===== config.mk =====
export PLATFORM = sky130hd
export DESIGN_NAME = portalBridge
export DESIGN_NICKNAME = d
export VERILOG_FILES = /design/src/hdl/portalPkg.sv /design/src/hdl/axiBusPkg.sv /design/src/hdl/fifo1.sv /design/src/hdl/burstSplitter.sv /design/src/hdl/portalControl.sv /design/src/hdl/userEcho.sv /design/src/hdl/portalBridge.sv
export SDC_FILE = /design/constraint.sdc
export NUM_CORES = 1
export LEC_CHECK = 0
export ABC_AREA = 1
export ABC_CLOCK_PERIOD_IN_PS = 3100
export BUFFER_PORTS_ARGS = -buffer_cell sky130_fd_sc_hd__clkbuf_2
export CAP_MARGIN = 20
export CORE_UTILIZATION = 42
export CTS_CLUSTER_SIZE = 25
export DETAILED_ROUTE_END_ITERATION = 6
export PLACE_DENSITY = 0.63
export SYNTH_ARGS = -nofsm -noshare
export SYNTH_HDL_FRONTEND = slang
export SYNTH_SLANG_ARGS = --single-unit

===== constraint.sdc =====
create_clock -name CLK -period 3.1 [get_ports CLK]
set_input_delay 0 -clock CLK [delete_from_list [all_inputs] [get_ports CLK]]
set_output_delay 0 -clock CLK [all_outputs]
set_load 0.1 [all_outputs]

===== src/hdl/portalPkg.sv =====
package portalPkg;

  // address decode
  localparam int PORTAL_SEL_BIT = 12;  // 0 request, 1 indication
  localparam int PAGE_MSB = 11;
  localparam int PAGE_LSB = 5;  // page field zero means control page
  localparam int PAGE_W = PAGE_MSB - PAGE_LSB + 1;

  localparam int OFFSET_W = 5;  // word offset inside a page
  localparam int REG_W = 32;

  typedef logic [OFFSET_W-1:0] offsetT;

  // control page
  localparam offsetT CTRL_INT_STATUS   = 5'h00;
  localparam offsetT CTRL_INT_ENABLE   = 5'h04;
  localparam offsetT CTRL_NUM_TILES    = 5'h08;
  localparam offsetT CTRL_QUEUE_STATUS = 5'h0C;
  localparam offsetT CTRL_PORTAL_ID    = 5'h10;
  localparam offsetT CTRL_NUM_PORTALS  = 5'h14;

  // user page
  localparam offsetT USER_DATA   = 5'h00;
  localparam offsetT USER_STATUS = 5'h04;  // bit0 is room in the echo queue

  localparam logic [REG_W-1:0] REQ_PORTAL_ID = 32'd5;
  localparam logic [REG_W-1:0] IND_PORTAL_ID = 32'd6;

  localparam logic [REG_W-1:0] NUM_TILES   = 32'd1;
  localparam logic [REG_W-1:0] NUM_PORTALS = 32'd2;

endpackage


===== src/hdl/axiBusPkg.sv =====
package axiBusPkg;
  import portalPkg::*;

  localparam int ADDR_W = 32;
  localparam int DATA_W = 32;
  localparam int ID_W = 6;  // upper id bits are not carried
  localparam int LEN_W = 4;  // beats minus one
  localparam int COUNT_W = LEN_W + 1;  // holds 16

  // AR and AW
  typedef struct packed {
    logic [ADDR_W-1:0] addr;
    logic [ID_W-1:0]   id;
    logic [LEN_W-1:0]  len;
  } addrReqT;

  typedef logic [DATA_W-1:0] wDataT;

  typedef struct packed {
    logic [DATA_W-1:0] data;
    logic [ID_W-1:0]   id;
    logic              last;
  } rRespT;

  typedef struct packed {
    logic [ID_W-1:0] id;
  } bRespT;

  // one word of a split burst
  typedef struct packed {
    logic [OFFSET_W-1:0] offset;
    logic [COUNT_W-1:0]  remaining;  // beats left, this one included
    logic [ID_W-1:0]     id;
    logic                last;
    logic                ctrlPage;
    logic                indPortal;
  } beatT;

endpackage


===== src/hdl/fifo1.sv =====
`timescale 1ns/1ps

module fifo1 #(
  parameter int WIDTH = 32
) (
  input  logic             CLK,
  input  logic             nRST,
  input  logic             inValid,
  input  logic [WIDTH-1:0] inData,
  output logic             inReady,
  output logic             outValid,
  output logic [WIDTH-1:0] outData,
  input  logic             outReady
);

  logic full;
  logic [WIDTH-1:0] dataReg;

  assign inReady = !full;  // accepts only when empty
  assign outValid = full;
  assign outData = dataReg;

  always_ff @(posedge CLK) begin
    if (!nRST) begin
      full <= 1'b0;
    end else if (inValid && inReady) begin
      full <= 1'b1;
    end else if (outValid && outReady) begin
      full <= 1'b0;
    end
  end

  always_ff @(posedge CLK) begin
    if (inValid && inReady) begin
      dataReg <= inData;
    end
  end

  // upstream holds its word until there is room
  assert property (@(posedge CLK) disable iff (!nRST)
    inValid && !inReady |=> inValid && $stable(inData));

endmodule


===== src/hdl/burstSplitter.sv =====
`timescale 1ns/1ps

module burstSplitter import axiBusPkg::*, portalPkg::*; (
  input  logic    CLK,
  input  logic    nRST,
  input  logic    reqValid,
  input  addrReqT req,
  output logic    reqPop,
  output logic    beatValid,
  output beatT    beat,
  input  logic    beatReady
);

  logic inBurst;  // low on the first beat of a burst
  logic [OFFSET_W-1:0] offsetReg;
  logic [COUNT_W-1:0] countReg;
  logic [OFFSET_W-1:0] curOffset;
  logic [COUNT_W-1:0] curCount;
  logic fire;

  assign curOffset = inBurst ? offsetReg : req.addr[OFFSET_W-1:0];
  assign curCount = inBurst ? countReg : COUNT_W'(req.len) + COUNT_W'(1);

  always_comb begin
    beat.offset = curOffset;
    beat.remaining = curCount;
    beat.id = req.id;
    beat.last = curCount == COUNT_W'(1);
    beat.ctrlPage = req.addr[PAGE_MSB:PAGE_LSB] == PAGE_W'(0);
    beat.indPortal = req.addr[PORTAL_SEL_BIT];
  end

  assign beatValid = reqValid;
  assign fire = beatValid && beatReady;
  assign reqPop = fire && beat.last;  // request leaves with its last beat

  always_ff @(posedge CLK) begin
    if (!nRST) begin
      inBurst <= 1'b0;
    end else if (fire) begin
      inBurst <= !beat.last;
    end
  end

  always_ff @(posedge CLK) begin
    if (fire) begin
      offsetReg <= curOffset + OFFSET_W'(4);  // wraps in the page
      countReg <= curCount - COUNT_W'(1);
    end
  end

  // a burst never runs past its length
  assert property (@(posedge CLK) disable iff (!nRST)
    inBurst |-> reqValid && countReg != '0);

endmodule


===== src/hdl/portalControl.sv =====
`timescale 1ns/1ps

module portalControl import portalPkg::*; (
  input  logic             CLK,
  input  logic             nRST,
  input  logic [OFFSET_W-1:0] offset,
  input  logic             indPortal,
  output logic [REG_W-1:0] rdData,
  input  logic             wrEnable,
  input  logic             wrBit,
  input  logic             echoNotEmpty,
  output logic             interrupt
);

  logic intEnable;

  always_comb begin
    case (offset)
      CTRL_INT_STATUS, CTRL_QUEUE_STATUS: begin
        rdData = REG_W'(echoNotEmpty);
      end
      CTRL_INT_ENABLE: begin
        rdData = REG_W'(intEnable);
      end
      CTRL_NUM_TILES: begin
        rdData = NUM_TILES;
      end
      CTRL_PORTAL_ID: begin
        rdData = indPortal ? IND_PORTAL_ID : REQ_PORTAL_ID;
      end
      CTRL_NUM_PORTALS: begin
        rdData = NUM_PORTALS;
      end
      default: begin
        rdData = '0;  // counters and holes
      end
    endcase
  end

  always_ff @(posedge CLK) begin
    if (!nRST) begin
      intEnable <= 1'b0;
      interrupt <= 1'b0;
    end else begin
      if (wrEnable) begin
        intEnable <= wrBit;
      end
      interrupt <= intEnable && echoNotEmpty;  // one cycle behind the queue
    end
  end

endmodule


===== src/hdl/userEcho.sv =====
`timescale 1ns/1ps

module userEcho import portalPkg::*; #(
  parameter int ECHO_DEPTH = 4  // power of two, at least 2
) (
  input  logic             CLK,
  input  logic             nRST,
  input  logic             push,
  input  logic [REG_W-1:0] pushData,
  input  logic             pop,
  output logic [REG_W-1:0] popData,
  output logic             notEmpty,
  output logic             notFull
);

  localparam int PTR_W = $clog2(ECHO_DEPTH);

  logic [REG_W-1:0] mem [ECHO_DEPTH];
  logic [PTR_W-1:0] rdPtr;
  logic [PTR_W-1:0] wrPtr;
  logic [PTR_W:0] count;
  logic doPush;
  logic doPop;

  assign notEmpty = count != '0;
  assign notFull = count != (PTR_W + 1)'(ECHO_DEPTH);
  assign doPush = push && notFull;  // drop when full
  assign doPop = pop && notEmpty;
  assign popData = notEmpty ? mem[rdPtr] : '0;

  always_ff @(posedge CLK) begin
    if (!nRST) begin
      rdPtr <= '0;
      wrPtr <= '0;
      count <= '0;
    end else begin
      if (doPush) begin
        wrPtr <= wrPtr + 1'b1;
      end
      if (doPop) begin
        rdPtr <= rdPtr + 1'b1;
      end
      count <= count + (PTR_W + 1)'(doPush) - (PTR_W + 1)'(doPop);
    end
  end

  always_ff @(posedge CLK) begin
    if (doPush) begin
      mem[wrPtr] <= pushData;
    end
  end

  assert property (@(posedge CLK) disable iff (!nRST)
    count <= (PTR_W + 1)'(ECHO_DEPTH));

endmodule


===== src/hdl/portalBridge.sv =====
`timescale 1ns/1ps

module portalBridge import axiBusPkg::*, portalPkg::*; #(
  parameter int ECHO_DEPTH = 4
) (
  input  logic    CLK,
  input  logic    nRST,
  input  logic    arValid,
  input  addrReqT ar,
  output logic    arReady,
  input  logic    awValid,
  input  addrReqT aw,
  output logic    awReady,
  input  logic    wValid,
  input  wDataT   w,
  output logic    wReady,
  output logic    rValid,
  output rRespT   r,
  input  logic    rReady,
  output logic    bValid,
  output bRespT   b,
  input  logic    bReady,
  output logic    interrupt
);

  addrReqT arHead;
  addrReqT awHead;
  logic arHeadValid;
  logic awHeadValid;
  logic arPop;
  logic awPop;
  beatT rdSplit;
  beatT wrSplit;
  beatT rdBeat;
  beatT wrBeat;
  logic rdSplitValid;
  logic wrSplitValid;
  logic rdSplitReady;
  logic wrSplitReady;
  logic rdBeatValid;
  logic wrBeatValid;
  wDataT wHead;
  logic wHeadValid;
  rRespT rdResp;
  bRespT wrResp;
  logic rDataReady;
  logic bRespReady;
  logic readFire;
  logic writeFire;
  logic [REG_W-1:0] ctrlData;
  logic [REG_W-1:0] userData;
  logic [REG_W-1:0] echoData;
  logic echoPush;
  logic echoPop;
  logic echoNotEmpty;
  logic echoNotFull;
  logic intEnWrite;

  fifo1 #(.WIDTH($bits(addrReqT))) arQueue (
    .CLK(CLK), .nRST(nRST),
    .inValid(arValid), .inData(ar), .inReady(arReady),
    .outValid(arHeadValid), .outData(arHead), .outReady(arPop)
  );

  fifo1 #(.WIDTH($bits(addrReqT))) awQueue (
    .CLK(CLK), .nRST(nRST),
    .inValid(awValid), .inData(aw), .inReady(awReady),
    .outValid(awHeadValid), .outData(awHead), .outReady(awPop)
  );

  burstSplitter readSplit (
    .CLK(CLK), .nRST(nRST),
    .reqValid(arHeadValid), .req(arHead), .reqPop(arPop),
    .beatValid(rdSplitValid), .beat(rdSplit), .beatReady(rdSplitReady)
  );

  burstSplitter writeSplit (
    .CLK(CLK), .nRST(nRST),
    .reqValid(awHeadValid), .req(awHead), .reqPop(awPop),
    .beatValid(wrSplitValid), .beat(wrSplit), .beatReady(wrSplitReady)
  );

  fifo1 #(.WIDTH($bits(beatT))) readBeatQ (
    .CLK(CLK), .nRST(nRST),
    .inValid(rdSplitValid), .inData(rdSplit), .inReady(rdSplitReady),
    .outValid(rdBeatValid), .outData(rdBeat), .outReady(readFire)
  );

  fifo1 #(.WIDTH($bits(beatT))) writeBeatQ (
    .CLK(CLK), .nRST(nRST),
    .inValid(wrSplitValid), .inData(wrSplit), .inReady(wrSplitReady),
    .outValid(wrBeatValid), .outData(wrBeat), .outReady(writeFire)
  );

  fifo1 #(.WIDTH($bits(wDataT))) wDataQ (
    .CLK(CLK), .nRST(nRST),
    .inValid(wValid), .inData(w), .inReady(wReady),
    .outValid(wHeadValid), .outData(wHead), .outReady(writeFire)
  );

  fifo1 #(.WIDTH($bits(rRespT))) rDataQ (
    .CLK(CLK), .nRST(nRST),
    .inValid(readFire), .inData(rdResp), .inReady(rDataReady),
    .outValid(rValid), .outData(r), .outReady(rReady)
  );

  fifo1 #(.WIDTH($bits(bRespT))) bRespQ (
    .CLK(CLK), .nRST(nRST),
    .inValid(writeFire && wrBeat.last), .inData(wrResp), .inReady(bRespReady),
    .outValid(bValid), .outData(b), .outReady(bReady)
  );

  // read side
  assign readFire = rdBeatValid && rDataReady;
  assign echoPop = readFire && !rdBeat.ctrlPage && rdBeat.indPortal
                   && rdBeat.offset == USER_DATA;

  always_comb begin
    if (rdBeat.offset == USER_DATA && rdBeat.indPortal) begin
      userData = echoData;
    end else if (rdBeat.offset == USER_STATUS) begin
      userData = REG_W'(echoNotFull);
    end else begin
      userData = '0;
    end
  end

  assign rdResp = '{data: rdBeat.ctrlPage ? ctrlData : userData,
                    id: rdBeat.id,
                    last: rdBeat.last};

  // a last write beat also needs room for B
  assign writeFire = wrBeatValid && wHeadValid && (!wrBeat.last || bRespReady);
  assign wrResp = '{id: wrBeat.id};
  assign intEnWrite = writeFire && wrBeat.ctrlPage && wrBeat.offset == CTRL_INT_ENABLE;
  assign echoPush = writeFire && !wrBeat.ctrlPage && !wrBeat.indPortal
                    && wrBeat.offset == USER_DATA;

  portalControl control (
    .CLK(CLK), .nRST(nRST),
    .offset(rdBeat.offset), .indPortal(rdBeat.indPortal), .rdData(ctrlData),
    .wrEnable(intEnWrite), .wrBit(wHead[0]),
    .echoNotEmpty(echoNotEmpty), .interrupt(interrupt)
  );

  userEcho #(.ECHO_DEPTH(ECHO_DEPTH)) echo (
    .CLK(CLK), .nRST(nRST),
    .push(echoPush), .pushData(wHead),
    .pop(echoPop), .popData(echoData),
    .notEmpty(echoNotEmpty), .notFull(echoNotFull)
  );

endmodule


# Word level (Yosys, flattened, before mapping)

Memories as Yosys holds them, arrays and structs flattened. A register that Yosys moved wholly into a read port is not among the register bits.
Cells that the tools add are included.

Bits in registers: 199
RAM bits: 128
Bits of input ports: 123
Output and inout port bits: 51
Word-level logic and storage cells: 132
Memories: 1

Memory list:

| memory   | words | bits a word | read ports | clocked after Yosys merged registers in | wr ports | RTL line       | text |
|---|---|---|---|---|---|---|---|
| echo.mem | 4     | 32          | 1          | 1                                       | 1        | userEcho.sv:18 | `logic [REG_W-1:0] mem [ECHO_DEPTH];` |

$add $sub $neg: 10
Eq/ne operators: 9
Muxes and demuxes: 28
Reductions and logical operators: 59

Operators with widths:

| cell                                                | count |
|---|---|
| one-hot mux 32 bit (5 select lines)                 | 1 |
| 2-to-1 mux 32 bit                                   | 3 |
| logical AND 1 bit                                   | 32 |
| 2-to-1 mux 5 bit                                    | 4 |
| 2-to-1 mux 1 bit                                    | 17 |
| zero test 7 bit                                     | 2 |
| nonzero test 2 bit                                  | 7 |
| zero test 1 bit                                     | 13 |
| adder 4 x 1 -> 5 bit, second input constant         | 2 |
| adder 5 x 3 -> 5 bit, second input constant         | 2 |
| equality test 5 x 1 -> 1 bit, second input constant | 2 |
| equality test 5 x 3 -> 1 bit, second input constant | 2 |
| equality test 5 x 4 -> 1 bit, second input constant | 2 |
| equality test 5 bit, second input constant          | 2 |
| zero test 5 bit                                     | 2 |
| subtractor 5 x 1 -> 5 bit, second input constant    | 2 |
| 2-to-1 mux 2 bit                                    | 3 |
| adder 2 x 1 -> 2 bit, second input constant         | 2 |
| adder 3 x 1 -> 3 bit                                | 1 |
| != test 3 bit, second input constant                | 1 |
| nonzero test 3 bit                                  | 1 |
| subtractor 3 x 1 -> 3 bit                           | 1 |
| OR reduction 2 bit                                  | 1 |
| logical OR 1 bit                                    | 1 |

# Logic depth before layout (Yosys ltp)

Gate-level depths: netlist (run 1).

Word-level depth: 9
Mapped depth: 14
Gate-level depth less buffers: 14

# Modules after synthesis

From an unflattened synthesis (run 1), not the netlist that was laid out.

Cell total of the unflattened synthesis: 1204
Area total of the unflattened synthesis: 14981.9 um2

By module, submodules not included:

| module                 | instances | cells an instance | area each (um2) | seq. area each (um2) |
|---|---|---|---|---|
| userEcho               | 1         | 572               | 5997.0          | 4023.9 |
| fifo1 at arQueue ...   | 2         | 50                | 1315.0          | 1281.2 |
| burstSplitter          | 2         | 91                | 757.0           | 320.3 |
| fifo1 at readBeatQ ... | 2         | 27                | 624.3           | 590.6 |
| fifo1 at rDataQ        | 1         | 47                | 1224.9          | 1191.1 |
| fifo1 at wDataQ        | 1         | 40                | 1014.7          | 980.9 |
| portalBridge           | 1         | 138               | 744.5           | 0.0 |
| portalControl          | 1         | 57                | 374.1           | 40.0 |
| fifo1 at bRespQ        | 1         | 14                | 234.0           | 200.2 |

# Worst setup path after synthesis (run 1)

No wires, ideal clock.

Path type: register -> register
Start: register rDataQ.full, in the netlist rDataQ.outValid
End: register echo.count[2]
Library setup time: 0.070 ns
Arrival: 3.066 ns
Setup slack: -0.035 ns
Stages on the path, launching flop included: 14
Path buffers: 0
Clock period less this slack: 3.135 ns
Cells stage by stage: dfxtp_1 -> inv_1 -> nand2_1 -> inv_1 -> nand3_1 -> inv_1 -> ha_1 -> inv_1 -> ha_1 -> inv_1 -> fa_1 -> inv_1 -> o21ai_0 -> a21oi_1

Longest elaborated chain between the ends: 7

Ends and longest elaborated chain:

| element                        | RTL line            | text |
|---|---|---|
| start: declaration             | fifo1.sv:16         | `logic full;` |
| start signal: assignment       | fifo1.sv:25         | `full <= 1'b0;` |
| start signal: assignment       | fifo1.sv:27         | `full <= 1'b1;` |
| start signal: assignment       | fifo1.sv:29         | `full <= 1'b0;` |
| zero test 1 bit                | fifo1.sv:19         | `assign inReady = !full;` |
| logical AND 1 bit              | portalBridge.sv:114 | `assign readFire = rdBeatValid && rDataReady;` |
| logical AND 1 bit (2 in a row) | portalBridge.sv:115 | `assign echoPop = readFire && !rdBeat.ctrlPage && rdBeat.indPortal` |
| logical AND 1 bit              | portalBridge.sv:116 | `&& rdBeat.offset == USER_DATA;` |
| logical AND 1 bit              | userEcho.sv:28      | `assign doPop = pop && notEmpty;` |
| via echo.doPop                 | userEcho.sv:23      | `logic doPop;` |
| subtractor 3 x 1 -> 3 bit      | userEcho.sv:43      | `count <= count + (PTR_W + 1)'(doPush) - (PTR_W + 1)'(doPop);` |
| end signal: assignment         | userEcho.sv:43      |  |
| end: declaration               | userEcho.sv:21      | `logic [PTR_W:0] count;` |

The timed path passes the listed nets, and every way through them passes these cells.
A chain may end at the register's enable or synchronous reset.

# Worst setup path after layout (run 1)

Start: register writeSplit.inBurst
End: register awQueue.full, in the netlist awQueue.outValid

Longest elaborated chain between the ends: 5

Ends and longest elaborated chain:

| element                      | RTL line            | text |
|---|---|---|
| start: declaration           | burstSplitter.sv:14 | `logic inBurst;` |
| start signal: assignment     | burstSplitter.sv:41 | `inBurst <= !beat.last;` |
| 2-to-1 mux 5 bit             | burstSplitter.sv:22 | `assign curCount = inBurst ? countReg : COUNT_W'(req.len) + COUNT_W'(1);` |
| equality test 5 x 1 -> 1 bit | burstSplitter.sv:28 | `beat.last = curCount == COUNT_W'(1);` |
| logical AND 1 bit            | burstSplitter.sv:35 | `assign reqPop = fire && beat.last;` |
| logical AND 1 bit            | fifo1.sv:28         | `end else if (outValid && outReady) begin` |
| nonzero test 2 bit (no line) | --                  |  |
| end signal: assignment       | fifo1.sv:25         |  |
| end signal: assignment       | fifo1.sv:27         |  |
| end signal: assignment       | fifo1.sv:29         |  |
| end: declaration             | fifo1.sv:16         |  |

No other way between the ends.

==> impl_results.md, run 1 <==
- H-tree lvl count: 2
- Worst Setup Path Type: register to register
- CP Max Fanout: 11
- Peak Freq: 405 MHz
- WL final: 22100 um
- Antenna violations before repair: 0
- CP endpoint kind: register
- Post-Syn Area: 11800 um^2
- Switching pwr: 2.11 mW
- Max-Cap Viols: 0
- GRT Util Overall: 15.6%
- Fin Clk Skew: 0.00995 ns
- RSZ-0062 raised after global routing: false
- Largest net degree at the start of global routing: 65
- Hold/Removal Path Class: input port to register
- Req. time, crit path: 3.55 ns
- Yosys top cell by area: edfxtp_1
- Clk slew on worst S/H paths: 0.06 ns
- Final TNS setup: 0 ns
- Max-slew violations: 0
- # nets final: 1222
- RD Place Congestion: 0.764
- Mapped Cells: 834
- Slowest CP cell: dfxtp_1
- EDFF count, synth: 295
- Share of cells above drive strength 1: 22.8%
- Layout Area Growth over Synthesis: 26.6%
- Clock power share: 40.8%
- Crit path DAT: 2.92 ns
- GRT met2 Usage: 27.9%
- First-pass GRT wire length: 34500 um
- Slew @ Worst Pin: 1.01 ns
- Initial DRC count: 435
- Status: finished, final reports clean
- Final worst path period share: 79.7%
- I/O Buffers: 135
- GR Util met1: 18.7%
- Syn. warnings: 0
- Post-synth net total: 972
- Final hold violation count: 0
- CTS tree: done
- Post-synthesis async set-or-reset flop share: 0%
- Int Pwr: 7.34 mW
- Ant. Diodes: 0
- Routed length per instance: 14.9 um
- Floorplan row count: 61
- Most frequent cell after synthesis: edfxtp_1
- Clk sink count: 315
- Die Area: 28800 um^2
- Synth area leaders: edfxtp_1, nor2_1, dfxtp_1
- GRT Max-Usage Layer: met2
- Io pins: 174
- Routed Antenna Nets: 0
- Dpl hpwl: 12800 um
- CP Launch Type: register
- TritonCTS buffer count: 34
- CP cell instances: inv_2 > o21ai_0 > inv_1 > ha_1 > nand3_1 > nor2_1 > nand3_1 > nand2_1 > nor2_1 > dlygate4sd3_1
- Slew HR: 32.5%
- Pleak: 5.67 nW
- DRC Markers: 0
- Max Buffers Root-to-Sink: 3
- Pre-Repair DR Iteration Count: 5
- Yosys cell types: 34
- Synthesized area per cell: 14.2 um^2
- Congestion Overflow GR: 0
- Fillers: 2231
- Gate power share: 7.1%
- Overall power: 9.45 mW
- Vias per cell: 4.59
- Max stage delay on crit path: 0.56 ns
- Skew-Pair Late Insertion Delay: 0.51 ns
- Seq pwr share: 52.1%
- Top FF cell, synth: edfxtp_1
- Die W: 170 um
- Seq cells post-synth: 315
- Post-synth top area share: 74.9%
- Pwr dens: 631 nW/um^2
- # setup viols final: 0
- Root Buffer: clkbuf_16
- Core ar.: 27700 um^2
- Register area share after synthesis: 78.3%
- M3 GR Usage: 3.06%
- Initial core utilization: 42.7%
- Switch share: 22.3%
- Worst vdd ir: 0.000378 V
- Min Tclk post-route: 2.47 ns
- Die height: 170 um
- Most frequent cells after synthesis: edfxtp_1, nor2_1, nand2_1
- Vias in the first global route: 6840
- Vias: 6810
## sequential cells by signal (all words and copies together), names as in the netlist, 6 cells and up, named ones only
register	count
rDataQ.outData	39
arQueue.outData	23
awQueue.outData	23
echo.mem	128
wDataQ.outData	32
writeBeatQ.outData	12
readBeatQ.outData	12
bRespQ.outData	6
## cells by family (layout without fill, tap and decap cells)
logic type	after synthesis	count (layout)	share of synthesized area (%)
simple gates	299	299	10.5
fa+ha+maj	15	15	1.65
buf+inv	87	360	3.43
compound gates	109	109	5.46
flops	315	315	78.3
xor+xnor	9	9	0.667
## routing by layer
layer / routed length [um] / vias to the layer above
met5: 0 / -
met4: 483 / 0
met2: 11300 / 151
met3: 1110 / 41
li1: - / 3416
met1: 9200 / 3202
## stage by stage
stage / setup slack (ns) / hold slack [ns] / area, um^2 / instances / util (%)
2_1_floorplan: 0.158 / 0.0989 / 11800 / 834 / -
3_3_place_gp: 0.909 / 0.177 / 13000 / 1335 / 46.8
3_5_place_dp: 0.904 / 0.179 / 13000 / 1335 / 46.8
4_1_cts: 0.671 / 0.183 / 14900 / 1483 / 53.9
5_1_grt: 0.400 / 0.204 / 15000 / 1485 / 54.0
6_report: 0.629 / 0.210 / 15000 / 1485 / 54.0
## layout make-up
cell class / instances / area [um^2] / share of cell area, %
Multi-Input combinational cell: 432 / 2200 / 14.7
Sequential cell: 315 / 9260 / 61.9
Clock buffer: 43 / 926 / 6.19
Timing Repair Buffer: 240 / 1730 / 11.5
Tap cell: 378 / 473 / 3.16
Inverter: 61 / 229 / 1.53
Clock inverter: 16 / 145 / 0.970
## timing repair
item,CTS,global route
hold buffers,89,0
setup buffers,0,0
gates resized for setup,0,0
endpoints found under the hold margin,98,0
## critical path: cells and delay by family (launching register included)
family | cells | cell delay (ns)
flops | 1 | 0.56
simple gates | 5 | 0.41
buf+inv | 3 | 0.77
compound gates | 1 | 0.45
fa+ha+maj | 1 | 0.21
## power by group through the flow
stage | Clock (mW) | Sequential (mW) | Combinational [mW]
4_1_cts | 3.96 | 4.92 | 0.663
3_3_place_gp | 0 | 5.01 | 0.564
6_report | 3.86 | 4.92 | 0.672
2_1_floorplan | 0 | 5.20 | 0.207
5_1_grt | 4.12 | 4.94 | 0.724
3_5_place_dp | 0 | 5.01 | 0.572
## final timing paths
path | slack [ns] | depth (start not counted) | end | startpoint
worst min-delay path | 0.21 | 2 | wDataQ.outData[21] | w[21]
worst max register to register | 0.63 | 10 | awQueue.outValid | writeSplit.inBurst
worst min register to register | 0.42 | 0 | bRespQ.outData[4] | writeBeatQ.outData[7]
worst max-delay path | 0.63 | 10 | awQueue.outValid | writeSplit.inBurst
## cell usage in the layout, fill, tap and decap left out, types with 4 or more instances in the layout
| cell type | n |
|---|---|
| edfxtp_1 | 295 |
| nor2_1 | 161 |
| clkbuf_2 | 135 |
| dlygate4sd3_1 | 89 |
| nand2_1 | 83 |
| inv_1 | 56 |
| o21ai_0 | 54 |
| clkbuf_16 | 35 |
| a21oi_2 | 22 |
| nand3_1 | 20 |
| dfxtp_1 | 18 |
| o21ai_1 | 15 |
| ha_1 | 14 |
| buf_4 | 13 |
| a21oi_1 | 12 |
| nor2_4 | 8 |
| xor2_1 | 7 |
| clkbuf_1 | 6 |
| inv_2 | 5 |
| nand4_1 | 5 |
| clkinv_2 | 5 |
| and2_1 | 4 |
| nor2_2 | 4 |
| nor3_1 | 4 |
No activity file was read; power rests on OpenSTA's default activity.
==> run 2: changes to the inputs <==
ABC_CLOCK_PERIOD_IN_PS = 2100   (was 3100)
PLACE_DENSITY = 0.65   (was 0.63)
clock period = 2.1 ns   (was 3.1 ns; I/O delays follow)
==> run 2 against run 1 <==
Critical endpoint is now echo.count[1]. Register-to-register slack got worse by 0.58 ns. Count of clock-buffer cells in the layout fell by 2. Hold slack got worse by 0.0019 ns. Critical path type unchanged. Sequential share of layout area fell by 1.2 points. Combinational power rose by 50%. Setup slack got worse by 0.58 ns.
==> impl_results.md, run 2 (synthesized netlist as in run 1, its figures left out) <==
- Status: finished, final reports clean
- Crit path DAT: 2.45 ns
- CP cell instances: nor2_4 > nand3_2 > nor2_4 > nand3_2 > inv_2 > ha_4 > inv_2 > ha_4 > inv_2 > fa_2 > nor2_1
- Max stage delay on crit path: 0.52 ns
- Peak Freq: 487 MHz
- Register area: 9270 um^2
- Worst hold path depth: 2
- Hold endpoint: wDataQ.outData[28]
- Cell mode on critical path: inv_2
- Share of cells above drive strength 1: 24.9%
- Vias in the first global route: 6957
- RSZ-0062 raised after global routing: true
- # nets final: 1228
- GRT Util Overall: 15.8%
- Pleak: 5.78 nW
- Die height: 170 um
- # setup viols final: 0
- Antenna violations before repair: 0
- CP Launch Type: register
- Fillers: 2217
- Worst Setup Path Type: register to register
- Max Buffers Root-to-Sink: 3
- Floorplan row count: 61
- Worst vdd ir: 0.000724 V
- Die W: 170 um
- Commonest non-fill, non-tap cell in the layout: edfxtp_1
- Worst reg2reg path startpoint: readSplit.offsetReg[0]
- Hold/Removal Path Class: input port to register
- Layout Area Growth over Synthesis: 29.1%
- Reg2Reg Setup Slack: 0.05 ns
- Max-Cap Viols: 0
- DRC Markers: 0
- Pwr dens: 964 nW/um^2
- Min Tclk post-route: 2.05 ns
- Fin Clk Skew: 0.0127 ns
- Slew @ Worst Pin: 0.594 ns
- Delay-heaviest family, CP: adder cells
- Clk sink count: 315
- Root Buffer: clkbuf_16
- Initial core utilization: 42.7%
- Largest net degree at the start of global routing: 65
- Hold Startpoint: w[28]
- Routed Antenna Nets: 0
- Routed length per instance: 14.9 um
- Skew-Pair Late Insertion Delay: 0.51 ns
- Clk slew on worst S/H paths: 0.06 ns
- Congestion Overflow GR: 0
- Core Util, Final: 55.1%
- Top reg by flops: echo.mem
- RD Place Congestion: 0.767
- CTS tree: done
- Initial DRC count: 418
- Worst R2R End: echo.count[1]
- Core ar.: 27700 um^2
- H-tree lvl count: 2
- Die Area: 28800 um^2
- Vias per cell: 4.60
- Io pins: 174
- Reg2reg path depth: 11
- Slew HR: 60.4%
- TritonCTS buffer count: 35
- WL final: 22200 um
- First-pass GRT wire length: 35000 um
- Commonest non-fill, non-tap cells in the layout: edfxtp_1, nor2_1, clkbuf_2
- CP Buf/Inv Count: 3
- Area of the multi-input gates: 2240 um^2
- Req. time, crit path: 2.49 ns
- Vias: 6878
- CP endpoint kind: register
- Dpl hpwl: 12700 um
- Final hold violation count: 0
- Max-slew violations: 0
- CP Max Fanout: 3
- I/O Buffers: 135
- Slowest CP cell: fa_2
- Overall power: 14.7 mW
- Max FFs per register: 128
- Ant. Diodes: 0
- Pre-Repair DR Iteration Count: 4
- Final worst path period share: 97.8%
==> run 2: timing repair <==
| action | in CTS | in global routing |
|---|---|---|
| hold endpoints to repair | 96 | 0 |
| buffers inserted | 0 | 1 |
| pin swaps | 1 | 5 |
| hold buffers | 86 | 0 |
| endpoints found under the setup margin | 1 | 2 |
| resized for setup | 0 | 8 |
==> run 2: stage by stage <==
step                setup WS (ns)  cells  area (um^2)  TNS (ns)  hold WS, ns
floorplan                  -0.486    834        11900     -3.80       0.0989
global placement           0.0603   1344        13100         0        0.177
detailed placement         0.0250   1344        13100         0        0.179
CTS                       0.00927   1494        15200         0        0.185
global route              -0.0792   1495        15300    -0.153        0.194
finish                     0.0458   1495        15300         0        0.208
==> run 2: cell type report <==
class | count | area share [%]
sequential | 315 | 60.7
multi-input combinational | 432 | 14.7
timing repair buffer | 245 | 11.9
clock buffer | 41 | 5.95
tap | 378 | 3.10
clock inverter | 23 | 2.14
inverter | 61 | 1.52
==> run 2: how the worst max path moves through the flow <==
stage	from	endpoint	slack, ns	cells after the start
floorplan	rDataQ.outValid	echo.count[2]	-0.49	13
global placement	readSplit.offsetReg[1]	echo.count[2]	0.06	13
detailed placement	readSplit.offsetReg[1]	echo.count[2]	0.02	13
CTS	readSplit.offsetReg[0]	echo.count[2]	0.009	13
global route	readBeatQ.outData[17]	echo.count[2]	-0.08	13
finish	readSplit.offsetReg[0]	echo.count[1]	0.05	11
==> run 2: power by group <==
| part | switching, mW | internal, mW | total (mW) |
|---|---|---|---|
| Clock | 2.34 | 4.10 | 6.44 |
| Sequential | 0.106 | 7.15 | 7.25 |
| Combinational | 0.704 | 0.309 | 1.01 |
==> run 2: per-layer routing <==
metal	routed length, um	share of wire [%]	up-vias	GRT usage, %
met2	11200	50	146	28.1
met1	9700	44	3256	19.1
met5	0	0	-	0
met4	525	2.4	0	5.48
li1	-	-	3430	-
met3	827	3.7	46	2.94
==> run 2: worst reg2reg max path, delay by kind of cell, from the launching register on <==
kind / cells / cell delay [ns]
flip-flops: 1 / 0.42
buffers and inverters: 3 / 0.17
AND/OR/NAND/NOR: 5 / 0.54
adder cells (fa/ha/maj): 3 / 0.82
